`src/hdl/dma_regs_pkg.sv`:
```
// ---------------------------------------------------------------------------
// DMA register file shared definitions
// Register map offsets, control and status bit positions
// Response, select and FSM state enums
// Write request, configuration and status structs, address decoder
// ---------------------------------------------------------------------------

package dma_regs_pkg;

    localparam int unsigned DATA_W = 32;         // Word based register map
    localparam int unsigned STRB_W = DATA_W / 8; // One strobe per byte lane

    // Register map, byte offsets within the low address byte
    localparam logic [7:0] ADDR_CTRL      = 8'h00;
    localparam logic [7:0] ADDR_STATUS    = 8'h04; // Read only
    localparam logic [7:0] ADDR_S2MM_ADDR = 8'h10;
    localparam logic [7:0] ADDR_S2MM_LEN  = 8'h14;
    localparam logic [7:0] ADDR_MM2S_ADDR = 8'h20;
    localparam logic [7:0] ADDR_MM2S_LEN  = 8'h24;

    // Control word bits
    localparam int unsigned CTRL_MM2S_START = 0;
    localparam int unsigned CTRL_S2MM_START = 1;
    localparam int unsigned CTRL_MM2S_RST   = 8;
    localparam int unsigned CTRL_S2MM_RST   = 9;

    // Status word bits, the rest read as zero
    localparam int unsigned STAT_MM2S_BUSY = 0;
    localparam int unsigned STAT_S2MM_BUSY = 1;
    localparam int unsigned STAT_S2MM_IRQ  = 2;

    typedef enum logic [1:0] {
        RESP_OKAY   = 2'b00,
        RESP_SLVERR = 2'b10
    } axi_resp_e;

    typedef enum logic [2:0] {
        SEL_CTRL,
        SEL_STATUS,
        SEL_S2MM_ADDR,
        SEL_S2MM_LEN,
        SEL_MM2S_ADDR,
        SEL_MM2S_LEN,
        SEL_NONE       // Unmapped or misaligned
    } reg_sel_e;

    typedef enum logic [1:0] {WR_ADDR, WR_DATA, WR_RESP} wr_state_e;
    typedef enum logic {RD_ADDR, RD_RESP} rd_state_e;

    // Write request from the bus side into the register bank
    typedef struct packed {
        logic              valid;
        reg_sel_e          sel;
        logic [DATA_W-1:0] data;
        logic [STRB_W-1:0] strb;
    } reg_wr_t;

    typedef struct packed {
        logic [DATA_W-1:0] ctrl;
        logic [DATA_W-1:0] s2mm_addr;
        logic [DATA_W-1:0] s2mm_len;
        logic [DATA_W-1:0] mm2s_addr;
        logic [DATA_W-1:0] mm2s_len;
    } dma_cfg_t;

    typedef struct packed {
        logic mm2s_busy;
        logic s2mm_busy;
        logic mm2s_irq;
        logic s2mm_irq;
    } dma_status_t;

    // Exact match only, so misaligned offsets fall to SEL_NONE
    function automatic reg_sel_e decode_addr(input logic [7:0] addr);
        case (addr)
            ADDR_CTRL:      return SEL_CTRL;
            ADDR_STATUS:    return SEL_STATUS;
            ADDR_S2MM_ADDR: return SEL_S2MM_ADDR;
            ADDR_S2MM_LEN:  return SEL_S2MM_LEN;
            ADDR_MM2S_ADDR: return SEL_MM2S_ADDR;
            ADDR_MM2S_LEN:  return SEL_MM2S_LEN;
            default:        return SEL_NONE;
        endcase
    endfunction

endpackage

```
`src/hdl/axil_write_ctrl.sv`:
```
// ---------------------------------------------------------------------------
// AXI4-Lite write channel controller
// Address phase, data phase and response phase FSM
// Decodes the target and issues one strobed write request per transfer
// ---------------------------------------------------------------------------
`timescale 1ns/1ps

module axil_write_ctrl #(
    parameter int unsigned AXI_ADDR_W = 32
) (
    input  logic                              clk_i,
    input  logic                              rst_ni,
    // AW channel
    input  logic [AXI_ADDR_W-1:0]             awaddr_i,
    input  logic                              awvalid_i,
    output logic                              awready_o,
    // W channel
    input  logic [dma_regs_pkg::DATA_W-1:0]   wdata_i,
    input  logic [dma_regs_pkg::STRB_W-1:0]   wstrb_i,
    input  logic                              wvalid_i,
    output logic                              wready_o,
    // B channel
    output dma_regs_pkg::axi_resp_e           bresp_o,
    output logic                              bvalid_o,
    input  logic                              bready_i,
    // Request into the register bank
    output dma_regs_pkg::reg_wr_t             wr_req_o
);

    dma_regs_pkg::wr_state_e state_q;
    dma_regs_pkg::reg_sel_e  sel_q;   // Target decoded in the address phase

    logic aw_hs;
    logic w_hs;
    logic b_hs;
    logic sel_ok;                     // Target is a writable word

    assign aw_hs  = awvalid_i && awready_o;
    assign w_hs   = wvalid_i && wready_o;
    assign b_hs   = bvalid_o && bready_i;
    assign sel_ok = (sel_q != dma_regs_pkg::SEL_NONE) && (sel_q != dma_regs_pkg::SEL_STATUS);

    // Request is live only in the W transfer cycle, committed at the next edge
    assign wr_req_o.valid = w_hs && sel_ok;
    assign wr_req_o.sel   = sel_q;
    assign wr_req_o.data  = wdata_i;
    assign wr_req_o.strb  = wstrb_i;

    // ------------------------------------------------------------------------
    // Channel FSM
    // ------------------------------------------------------------------------
    always_ff @(posedge clk_i or negedge rst_ni) begin
        if (!rst_ni) begin
            state_q   <= dma_regs_pkg::WR_ADDR;
            sel_q     <= dma_regs_pkg::SEL_NONE;
            awready_o <= 1'b0;
            wready_o  <= 1'b0;
            bvalid_o  <= 1'b0;
            bresp_o   <= dma_regs_pkg::RESP_OKAY;
        end else begin
            case (state_q)
                dma_regs_pkg::WR_ADDR: begin
                    awready_o <= 1'b1;           // Rises one cycle after reset
                    if (aw_hs) begin
                        sel_q     <= dma_regs_pkg::decode_addr(awaddr_i[7:0]);
                        awready_o <= 1'b0;
                        wready_o  <= 1'b1;
                        state_q   <= dma_regs_pkg::WR_DATA;
                    end
                end
                dma_regs_pkg::WR_DATA: begin
                    if (w_hs) begin
                        wready_o <= 1'b0;
                        bvalid_o <= 1'b1;        // Same edge as the register update
                        bresp_o  <= sel_ok ? dma_regs_pkg::RESP_OKAY
                                           : dma_regs_pkg::RESP_SLVERR;
                        state_q  <= dma_regs_pkg::WR_RESP;
                    end
                end
                dma_regs_pkg::WR_RESP: begin
                    if (b_hs) begin               // No new AW until B is taken
                        bvalid_o  <= 1'b0;
                        awready_o <= 1'b1;
                        state_q   <= dma_regs_pkg::WR_ADDR;
                    end
                end
                default: begin
                    awready_o <= 1'b0;
                    wready_o  <= 1'b0;
                    bvalid_o  <= 1'b0;
                    state_q   <= dma_regs_pkg::WR_ADDR;
                end
            endcase
        end
    end

    // Response held stable under back-pressure
    assert property (@(posedge clk_i) disable iff (!rst_ni)
        bvalid_o && !bready_i |=> bvalid_o && $stable(bresp_o));

    // Address and data phases never overlap
    assert property (@(posedge clk_i) disable iff (!rst_ni)
        !(awready_o && wready_o));

endmodule

```
`src/hdl/dma_cfg_regs.sv`:
```
// ---------------------------------------------------------------------------
// DMA configuration register bank
// Commits byte-strobed writes into the five writable words
// ---------------------------------------------------------------------------
`timescale 1ns/1ps

module dma_cfg_regs (
    input  logic                   clk_i,
    input  logic                   rst_ni,
    input  dma_regs_pkg::reg_wr_t  wr_req_i,
    output dma_regs_pkg::dma_cfg_t cfg_o
);

    dma_regs_pkg::dma_cfg_t cfg_q;

    logic [dma_regs_pkg::DATA_W-1:0] cur_word;  // Current value of the target
    logic [dma_regs_pkg::DATA_W-1:0] new_word;  // After the byte merge

    // Strobe merge on the selected word
    always_comb begin
        case (wr_req_i.sel)
            dma_regs_pkg::SEL_CTRL:      cur_word = cfg_q.ctrl;
            dma_regs_pkg::SEL_S2MM_ADDR: cur_word = cfg_q.s2mm_addr;
            dma_regs_pkg::SEL_S2MM_LEN:  cur_word = cfg_q.s2mm_len;
            dma_regs_pkg::SEL_MM2S_ADDR: cur_word = cfg_q.mm2s_addr;
            dma_regs_pkg::SEL_MM2S_LEN:  cur_word = cfg_q.mm2s_len;
            default:                     cur_word = '0;
        endcase
        for (int b = 0; b < dma_regs_pkg::STRB_W; b++) begin
            new_word[b*8 +: 8] = wr_req_i.strb[b] ? wr_req_i.data[b*8 +: 8]
                                                  : cur_word[b*8 +: 8];
        end
    end

    // ------------------------------------------------------------------------
    // Commit stage
    // ------------------------------------------------------------------------
    always_ff @(posedge clk_i or negedge rst_ni) begin
        if (!rst_ni) begin
            cfg_q <= '0;                         // Start and reset bits low
        end else if (wr_req_i.valid) begin
            case (wr_req_i.sel)
                dma_regs_pkg::SEL_CTRL:      cfg_q.ctrl      <= new_word;
                dma_regs_pkg::SEL_S2MM_ADDR: cfg_q.s2mm_addr <= new_word;
                dma_regs_pkg::SEL_S2MM_LEN:  cfg_q.s2mm_len  <= new_word;
                dma_regs_pkg::SEL_MM2S_ADDR: cfg_q.mm2s_addr <= new_word;
                dma_regs_pkg::SEL_MM2S_LEN:  cfg_q.mm2s_len  <= new_word;
                default:                     cfg_q           <= cfg_q; // Hold
            endcase
        end
    end

    assign cfg_o = cfg_q;

    // Write controller filters read-only and unmapped targets
    assert property (@(posedge clk_i) disable iff (!rst_ni)
        wr_req_i.valid |-> (wr_req_i.sel != dma_regs_pkg::SEL_NONE) &&
                           (wr_req_i.sel != dma_regs_pkg::SEL_STATUS));

endmodule

```
`src/hdl/axil_read_ctrl.sv`:
```
// ---------------------------------------------------------------------------
// AXI4-Lite read channel controller
// Decodes the read address, registers data and response
// Status word built from the DMA busy and interrupt flags
// ---------------------------------------------------------------------------
`timescale 1ns/1ps

module axil_read_ctrl #(
    parameter int unsigned AXI_ADDR_W = 32
) (
    input  logic                            clk_i,
    input  logic                            rst_ni,
    // AR channel
    input  logic [AXI_ADDR_W-1:0]           araddr_i,
    input  logic                            arvalid_i,
    output logic                            arready_o,
    // R channel
    output logic [dma_regs_pkg::DATA_W-1:0] rdata_o,
    output dma_regs_pkg::axi_resp_e         rresp_o,
    output logic                            rvalid_o,
    input  logic                            rready_i,
    // Register sources
    input  dma_regs_pkg::dma_cfg_t          cfg_i,
    input  dma_regs_pkg::dma_status_t       status_i
);

    dma_regs_pkg::rd_state_e state_q;
    dma_regs_pkg::reg_sel_e  rd_sel;

    logic [dma_regs_pkg::DATA_W-1:0] stat_word;
    logic [dma_regs_pkg::DATA_W-1:0] rd_mux;
    logic [dma_regs_pkg::DATA_W-1:0] rdata_q;   // Captured on the AR transfer
    logic ar_hs;
    logic r_hs;

    assign ar_hs  = arvalid_i && arready_o;
    assign r_hs   = rvalid_o && rready_i;
    assign rd_sel = dma_regs_pkg::decode_addr(araddr_i[7:0]);

    always_comb begin
        stat_word = '0;
        stat_word[dma_regs_pkg::STAT_MM2S_BUSY] = status_i.mm2s_busy;
        stat_word[dma_regs_pkg::STAT_S2MM_BUSY] = status_i.s2mm_busy;
        stat_word[dma_regs_pkg::STAT_S2MM_IRQ]  = status_i.s2mm_irq;
        case (rd_sel)
            dma_regs_pkg::SEL_CTRL:      rd_mux = cfg_i.ctrl;
            dma_regs_pkg::SEL_STATUS:    rd_mux = stat_word;
            dma_regs_pkg::SEL_S2MM_ADDR: rd_mux = cfg_i.s2mm_addr;
            dma_regs_pkg::SEL_S2MM_LEN:  rd_mux = cfg_i.s2mm_len;
            dma_regs_pkg::SEL_MM2S_ADDR: rd_mux = cfg_i.mm2s_addr;
            dma_regs_pkg::SEL_MM2S_LEN:  rd_mux = cfg_i.mm2s_len;
            default:                     rd_mux = '0;  // Unmapped reads zero
        endcase
    end

    // ------------------------------------------------------------------------
    // Channel FSM
    // ------------------------------------------------------------------------
    always_ff @(posedge clk_i or negedge rst_ni) begin
        if (!rst_ni) begin
            state_q   <= dma_regs_pkg::RD_ADDR;
            arready_o <= 1'b0;
            rvalid_o  <= 1'b0;
            rresp_o   <= dma_regs_pkg::RESP_OKAY;
        end else if (state_q == dma_regs_pkg::RD_ADDR) begin
            arready_o <= !ar_hs;                 // Drops for the data phase
            if (ar_hs) begin
                rvalid_o <= 1'b1;
                rresp_o  <= (rd_sel == dma_regs_pkg::SEL_NONE) ? dma_regs_pkg::RESP_SLVERR
                                                               : dma_regs_pkg::RESP_OKAY;
                state_q  <= dma_regs_pkg::RD_RESP;
            end
        end else if (r_hs) begin
            rvalid_o  <= 1'b0;
            arready_o <= 1'b1;
            state_q   <= dma_regs_pkg::RD_ADDR;
        end
    end

    always_ff @(posedge clk_i) begin
        if (ar_hs) rdata_q <= rd_mux;
    end

    assign rdata_o = rvalid_o ? rdata_q : '0;    // Zero outside the data phase

    // Data and response frozen while the master stalls
    assert property (@(posedge clk_i) disable iff (!rst_ni)
        rvalid_o && !rready_i |=> rvalid_o && $stable(rdata_o) && $stable(rresp_o));

endmodule

```
`src/hdl/dma_regs_top.sv`:
```
// ---------------------------------------------------------------------------
// AXI4-Lite register file for a two channel DMA, top level
// Write controller, register bank and read controller
// DMA control outputs, status packing, combined interrupt
// ---------------------------------------------------------------------------
`timescale 1ns/1ps

module dma_regs_top #(
    parameter int unsigned AXI_ADDR_W = 32
) (
    input  logic                            clk_i,
    input  logic                            rst_ni,
    // AXI4-Lite slave
    input  logic [AXI_ADDR_W-1:0]           s_axi_awaddr_i,
    input  logic                            s_axi_awvalid_i,
    output logic                            s_axi_awready_o,
    input  logic [dma_regs_pkg::DATA_W-1:0] s_axi_wdata_i,
    input  logic [dma_regs_pkg::STRB_W-1:0] s_axi_wstrb_i,
    input  logic                            s_axi_wvalid_i,
    output logic                            s_axi_wready_o,
    output dma_regs_pkg::axi_resp_e         s_axi_bresp_o,
    output logic                            s_axi_bvalid_o,
    input  logic                            s_axi_bready_i,
    input  logic [AXI_ADDR_W-1:0]           s_axi_araddr_i,
    input  logic                            s_axi_arvalid_i,
    output logic                            s_axi_arready_o,
    output logic [dma_regs_pkg::DATA_W-1:0] s_axi_rdata_o,
    output dma_regs_pkg::axi_resp_e         s_axi_rresp_o,
    output logic                            s_axi_rvalid_o,
    input  logic                            s_axi_rready_i,
    // S2MM channel setup
    output logic                            s2mm_start_o,
    output logic [dma_regs_pkg::DATA_W-1:0] s2mm_dest_addr_o,
    output logic [dma_regs_pkg::DATA_W-1:0] s2mm_length_o,
    output logic                            s2mm_reset_o,
    // MM2S channel setup
    output logic                            mm2s_start_o,
    output logic [dma_regs_pkg::DATA_W-1:0] mm2s_src_addr_o,
    output logic [dma_regs_pkg::DATA_W-1:0] mm2s_length_o,
    output logic                            mm2s_reset_o,
    // Channel status
    input  logic                            s2mm_busy_i,
    input  logic                            mm2s_busy_i,
    input  logic                            s2mm_irq_i,
    input  logic                            mm2s_irq_i,
    output logic                            irq_o
);

    dma_regs_pkg::reg_wr_t     wr_req;
    dma_regs_pkg::dma_cfg_t    cfg;
    dma_regs_pkg::dma_status_t status;

    assign status = '{mm2s_busy: mm2s_busy_i, s2mm_busy: s2mm_busy_i,
                      mm2s_irq:  mm2s_irq_i,  s2mm_irq:  s2mm_irq_i};

    axil_write_ctrl #(.AXI_ADDR_W(AXI_ADDR_W)) axil_write_ctrl_i (
        .clk_i, .rst_ni,
        .awaddr_i (s_axi_awaddr_i),  .awvalid_i (s_axi_awvalid_i), .awready_o (s_axi_awready_o),
        .wdata_i  (s_axi_wdata_i),   .wstrb_i   (s_axi_wstrb_i),
        .wvalid_i (s_axi_wvalid_i),  .wready_o  (s_axi_wready_o),
        .bresp_o  (s_axi_bresp_o),   .bvalid_o  (s_axi_bvalid_o),  .bready_i  (s_axi_bready_i),
        .wr_req_o (wr_req)
    );

    dma_cfg_regs dma_cfg_regs_i (.clk_i, .rst_ni, .wr_req_i (wr_req), .cfg_o (cfg));

    axil_read_ctrl #(.AXI_ADDR_W(AXI_ADDR_W)) axil_read_ctrl_i (
        .clk_i, .rst_ni,
        .araddr_i (s_axi_araddr_i),  .arvalid_i (s_axi_arvalid_i), .arready_o (s_axi_arready_o),
        .rdata_o  (s_axi_rdata_o),   .rresp_o   (s_axi_rresp_o),
        .rvalid_o (s_axi_rvalid_o),  .rready_i  (s_axi_rready_i),
        .cfg_i    (cfg),             .status_i  (status)
    );

    // ------------------------------------------------------------------------
    // DMA channel outputs
    // ------------------------------------------------------------------------
    assign mm2s_start_o     = cfg.ctrl[dma_regs_pkg::CTRL_MM2S_START];
    assign s2mm_start_o     = cfg.ctrl[dma_regs_pkg::CTRL_S2MM_START];
    assign mm2s_reset_o     = cfg.ctrl[dma_regs_pkg::CTRL_MM2S_RST];  // Soft reset
    assign s2mm_reset_o     = cfg.ctrl[dma_regs_pkg::CTRL_S2MM_RST];
    assign s2mm_dest_addr_o = cfg.s2mm_addr;
    assign s2mm_length_o    = cfg.s2mm_len;
    assign mm2s_src_addr_o  = cfg.mm2s_addr;
    assign mm2s_length_o    = cfg.mm2s_len;

    assign irq_o = status.s2mm_irq | status.mm2s_irq;  // Unmasked, either channel

endmodule

```
`config.mk`:
```
export PLATFORM = sky130hd
export DESIGN_NAME = dma_regs_top
export DESIGN_NICKNAME = d
export VERILOG_FILES = /design/src/hdl/dma_regs_pkg.sv /design/src/hdl/axil_write_ctrl.sv /design/src/hdl/dma_cfg_regs.sv /design/src/hdl/axil_read_ctrl.sv /design/src/hdl/dma_regs_top.sv
export SDC_FILE = /design/constraint.sdc
export NUM_CORES = 1
export LEC_CHECK = 0
export BUFFER_PORTS_ARGS = -buffer_cell sky130_fd_sc_hd__buf_4
export CAP_MARGIN = 30
export CORE_MARGIN = 5
export CORE_UTILIZATION = 50
export DETAILED_ROUTE_END_ITERATION = 8
export HOLD_SLACK_MARGIN = 0.05
export PLACE_DENSITY_LB_ADDON = 0.15
export SYNTH_ARGS = -nofsm -noshare
export SYNTH_HDL_FRONTEND = slang
export SYNTH_SLANG_ARGS = --single-unit
```
`constraint.sdc`:
```
create_clock -name clk_i -period 4.8 [get_ports clk_i]
set_clock_uncertainty 0.15 [all_clocks]
set_input_delay 0.96 -clock clk_i [delete_from_list [all_inputs] [get_ports clk_i]]
set_output_delay 0.96 -clock clk_i [all_outputs]
set_load 0.005 [all_outputs]
```
Word level (Yosys, flattened, before mapping):

Index checks and enable logic that the tools add are counted.

* equality and inequality tests: 28
* reduce and logical (&&, ||, !) cells: 27
* bitwise operators: 5
* mux-type cells: 32

Operator list (count)
* case mux 32 bit (6 select lines): 1
* case mux 32 bit (4 select lines): 1
* case mux 3 bit (6 select lines): 2
* == test 8 x 5 -> 1 bit, second input constant: 4
* == test 8 x 6 -> 1 bit, second input constant: 4
* two-way mux 32 bit: 1
* two-way mux 8 bit: 4
* AND reduction 2 bit: 10
* == test 8 x 3 -> 1 bit, second input constant: 2
* zero test 8 bit: 2
* == test 3 bit, second input constant: 5
* two-way mux 1 bit: 14
* == test 3 x 2 -> 1 bit, second input constant: 4
* two-way mux 2 bit: 5
* case mux 1 bit (3 select lines): 3
* AND reduction 3 bit: 3
* logical AND 1 bit: 7
* zero test 3 bit: 2
* != test 2 x 1 -> 1 bit, second input constant: 3
* case mux 2 bit (3 select lines): 1
* inverter 1 bit: 4
* == test 3 x 1 -> 1 bit, second input constant: 1
* != test 3 x 1 -> 1 bit, second input constant: 1
* != test 3 bit, second input constant: 1
* other kinds (7): 7

* output and inout port bits: 174
* bits in registers: 207
* bits of input ports: 111

Longest topological paths before layout:

* depth after elaboration: 4
* depth in mapped cells: 10

By module:

A second synthesis with hierarchy kept.

* cells, all modules: 1141
* area total of the unflattened synthesis: 11155.7 sq um

Modules (own cells, without submodules)
* dma_cfg_regs: cells each 759, area an instance 7719.9 sq um, sequential area each 4003.8 sq um, instances 1
* axil_read_ctrl: cells each 300, area an instance 2701.3 sq um, sequential area each 1061.0 sq um, instances 1
* axil_write_ctrl: cells each 81, area an instance 728.2 sq um, sequential area each 227.7 sq um, instances 1
* dma_regs_top: cells each 1, area an instance 6.3 sq um, sequential area each 0.0 sq um, instances 1

Least setup slack after synthesis:

Ideal clock, no wire load.

* path kind: input to register
* start: in s_axi_araddr_i[5]
* end: reg axil_read_ctrl_i.rdata_q[27] in the netlist's numbering, data pin
* setup slack: 1470 ps
* stages on the path: 10
* data arrival time: 3039 ps
* path buffers: 4
* cell sequence: buf_2 nor2b_1 clkbuf_1 clkbuf_1 nand2_1 ha_1 or3_4 buf_6 or3_1 a21oi_2

* longest elaborated chain between the ends: 4
* elaborated cells between the ends (all ways): 14

Ends and longest elaborated chain
* from (decl): RTL line dma_regs_top.sv:24 `input logic [AXI_ADDR_W-1:0] s_axi_araddr_i,`
* == test 8 x 6 -> 1 bit, or another cell as far along: RTL line dma_regs_pkg.sv:75 `case (addr)`
* case mux 3 bit (6 select lines) (*): RTL line dma_regs_pkg.sv:75
* == test 3 bit, or another cell as far along: RTL line axil_read_ctrl.sv:45 `case (rd_sel)`
* case mux 32 bit (6 select lines) (*): RTL line axil_read_ctrl.sv:45
* named net axil_read_ctrl_i.rd_mux (one bit): RTL line axil_read_ctrl.sv:31 `logic [dma_regs_pkg::DATA_W-1:0] rd_mux;`
* to (signal assigned): RTL line axil_read_ctrl.sv:81 `if (ar_hs) rdata_q <= rd_mux;`
* to (decl): RTL line axil_read_ctrl.sv:32 `logic [dma_regs_pkg::DATA_W-1:0] rdata_q;`

The timed path passes the listed nets; every way through them passes the cells marked *.
A chain may end at the register's enable or synchronous reset.

Worst setup path after layout:

* start: in s_axi_araddr_i[3]
* end: reg axil_read_ctrl_i.rdata_q[1] in the netlist's numbering, data pin

The elaborated chain is that of the path after synthesis.

==> flow_summary.toml <==
[run]
max-cap-violations = 0

[worst_setup_path]
cpMostUsedCell = "buf_4"
cp_max_fo = 17
cp_slowest_cell = "a21oi_4"
path_class = "in2reg"
r2r-start = "axil_write_ctrl_i.sel_q[2]"
r2r_setup_slack_ns = 1.86
end_kind = "register"
crit_path_start_kind = "input pin"
required_ns = 4.99
r2r_cells = 6
arrival_ns = 3.41
slowest_delay_ns = 0.51
cp_cell_sequence = "buf_4 > or3_4 > nor2_1 > nand2_1 > ha_1 > a21oi_4 > buf_4 > o21ai_0 > a31oi_1"
r2r_end = "dma_cfg_regs_i.cfg_o[97]"

[yosys]
synth_commonest_cells = "dfrtp_1 (171), buf_4 (130), nand2_1 (106), o31ai_1 (97), clkbuf_1 (83)"
synth_edf_count = 32
netlist_area_um2 = 11900
synth_compound_area_share_pct = 22.9
syn_inst = 1155
synth_fa_ha_area_share_pct = 0.105
yosysMostFrequentCell = "dfrtp_1"
synthTopCellsByArea = "dfrtp_1 (36%), buf_4 (8.2%), edfxtp_1 (8.1%)"
synth_simple_gate_area_share_pct = 13.4
synthXorXnorAreaFrac_pct = 0.0737
synth_largest_area_cell = "dfrtp_1"
ys_warn_count = 0
synth_seq_cells = 205
synthDominantCellAreaShare_pct = 36.0
synth.distinct_cells = 49
synth.area.mux_share_pct = 6.61
synth_top_family_by_area = "compound AO/OA/AOI/OAI gates"
ys_async_sr_fraction_pct = 84.4
syn_area_per_cell_um2 = 10.3
ys.flop_type = "dfrtp_1"
seq_area_frac_synth_pct = 44.5

[timing]
rsz0062_at_grt = "no"
setup_tns_ns = 0
timing.fmax_mhz = 311
drv_slew = 0
final-setup-viol-count = 0
holdWs_ns = 0.119
fin_crit_ns = 3.22
fin_crit_sh_pct = 67.1
slew_headroom_pct = 39.3
hold_viol = 0
worst_pin_slew_ns = 0.909

[floorplanning]
fp-row-count = 56
die_height_um = 164
dieArea_um2 = 27000
fp.coreArea_um2 = 23500
num_io_pins = 285
die_w_um = 164
initial_core_util_pct = 50.7

[power]
p_per_area_nw_per_um2 = 437
ir_drop_mv = 0.296
p_leak_nw = 6.35

[cts]
postCtsSetupRepairBufs = 0
numCtsBuffers = 24
htreeDepth = 1
cts_tree = "done"
cts_resized = 0
holdBufCountCts = 0
cts.clk_slew.worst_paths_ns = 0.06
cts.sinks = 205
cts_buffer_depth = 3
clock-root-buffer = "clkbuf_16"
worstSkewPairLatency_ns = 0.51

[routing]
firstDrtPassIters = 5
finalWirelength_mm = 35.6
wl_per_cell_um = 23.1
drtIter0Drc = 722
viasPerCell = 6.17
drc = 0
vias = 9514
ant_nets = 0

[finish]
n_antenna_cell = 0
n_fill_cell = 2029
syn_to_final_growth_pct = 16.2
drive_gt1_share_pct = 33.9
fin_nets = 1318

[min_path]
hp-class = "in2async"

[global_route]
grt_pass1_wl_mm = 54.2
use_met1_pct = 34.8
gr-total-overflow = 0
grt.total_usage_pct = 25.7
antenna_found_initial = 0
use_met3_pct = 5.90
grt_max_degree = 94
busiest_layer = "met2"
grt_pass1_vias = 9298
grt_util_met2_pct = 41.0

[placement]
gp_congestion = 0.823
dp.final_hpwl_mm = 21.7
io_buffer_count = 234

[outcome]
outcome = "finished clean"
[per-layer routing]
| metal | up-vias | part of all wire, % |
|---|---|---|
| met5 | - | 0 |
| met4 | 0 | 2.4 |
| met3 | 64 | 8.8 |
| met2 | 432 | 47 |
| met1 | 4682 | 42 |
| li1 | 4336 | - |
[area by class of cell]
class | instances | area, µm² | share of cell area (%)
timing repair buffer | 254 | 1980 | 14.3
clock inverter | 12 | 140 | 1.01
clock buffer | 32 | 703 | 5.09
sequential | 205 | 5290 | 38.3
multi-input combinational | 701 | 5230 | 37.9
inverter | 20 | 75.1 | 0.543
tap | 319 | 399 | 2.89
[registers in the layout (all words and copies together) (netlist names), 2 cells and up]
name,flops
axil_read_ctrl_i.rdata_q,32
axil_write_ctrl_i.sel_q,3
axil_write_ctrl_i.state_q,2
dma_cfg_regs_i.cfg_o,160
[through the flow]
stage / std cells / area, µm² / worst slack, ns / power (mW) / utilization, %
floorplan: 1156 / 11900 / 1.47 / 3.53 / -
CTS: 1542 / 13800 / 1.58 / 6.08 / 58.8
finish: 1543 / 13800 / 1.58 / 6.04 / 58.9
global route: 1543 / 13800 / 1.40 / 6.34 / 58.9
detailed placement: 1498 / 13000 / 1.07 / 4.15 / 55.2
global placement: 1496 / 12900 / 1.10 / 4.10 / 55.0
[placed cells by master, fill, tap and decap left out, types with 14 or more instances in the layout]
cell	Yosys	layout
a21oi_1	37	36
a221o_1	40	40
a221oi_1	58	58
a221oi_2	19	19
a32oi_1	14	14
and2_1	34	33
and3b_1	52	52
buf_4	130	249
clkbuf_16	0	26
dfrtp_1	171	170
edfxtp_1	32	32
inv_1	19	19
mux2_2	68	68
nand2_1	106	106
nor2b_1	26	22
o21ai_0	50	50
o31ai_1	97	97
or3_1	29	29
[worst max-delay path by stage]
stage	startpoint	endpoint	slack [ns]	depth (start not counted)
global route	s_axi_araddr_i[3]	axil_read_ctrl_i.rdata_q[1]	1.40	9
CTS	s_axi_araddr_i[3]	axil_read_ctrl_i.rdata_q[1]	1.58	9
finish	s_axi_araddr_i[3]	axil_read_ctrl_i.rdata_q[1]	1.58	9
floorplan	s_axi_araddr_i[5]	axil_read_ctrl_i.rdata_q[27]	1.47	10
global placement	s_axi_araddr_i[3]	axil_read_ctrl_i.rdata_q[1]	1.10	9
detailed placement	s_axi_araddr_i[3]	axil_read_ctrl_i.rdata_q[1]	1.07	9
[cells by family after synthesis]
| kind of cell | Yosys count |
|---|---|
| and+or+nand+nor | 277 |
| other | 1 |
| adders and majority gates | 1 |
| DFF | 205 |
| xor gates and xnor gates | 1 |
| AOI/OAI and AO/OA | 350 |
| muxes | 70 |
| buffers and inverters | 250 |
[critical path, delay by kind of cell]
family,cells,cell delay [ns]
AND/OR/NAND/NOR,3,0.78
adder cells (fa/ha/maj),1,0.30
AO/OA/AOI/OAI,3,0.86
buffers and inverters,2,0.47
[power by group]
part           leakage, nW  switching [mW]  internal (mW)
registers             2.63           0.405           2.16
logic                 3.30           0.733          0.828
clock network        0.409           0.728           1.19
No activity file was read; power rests on OpenSTA's default activity.
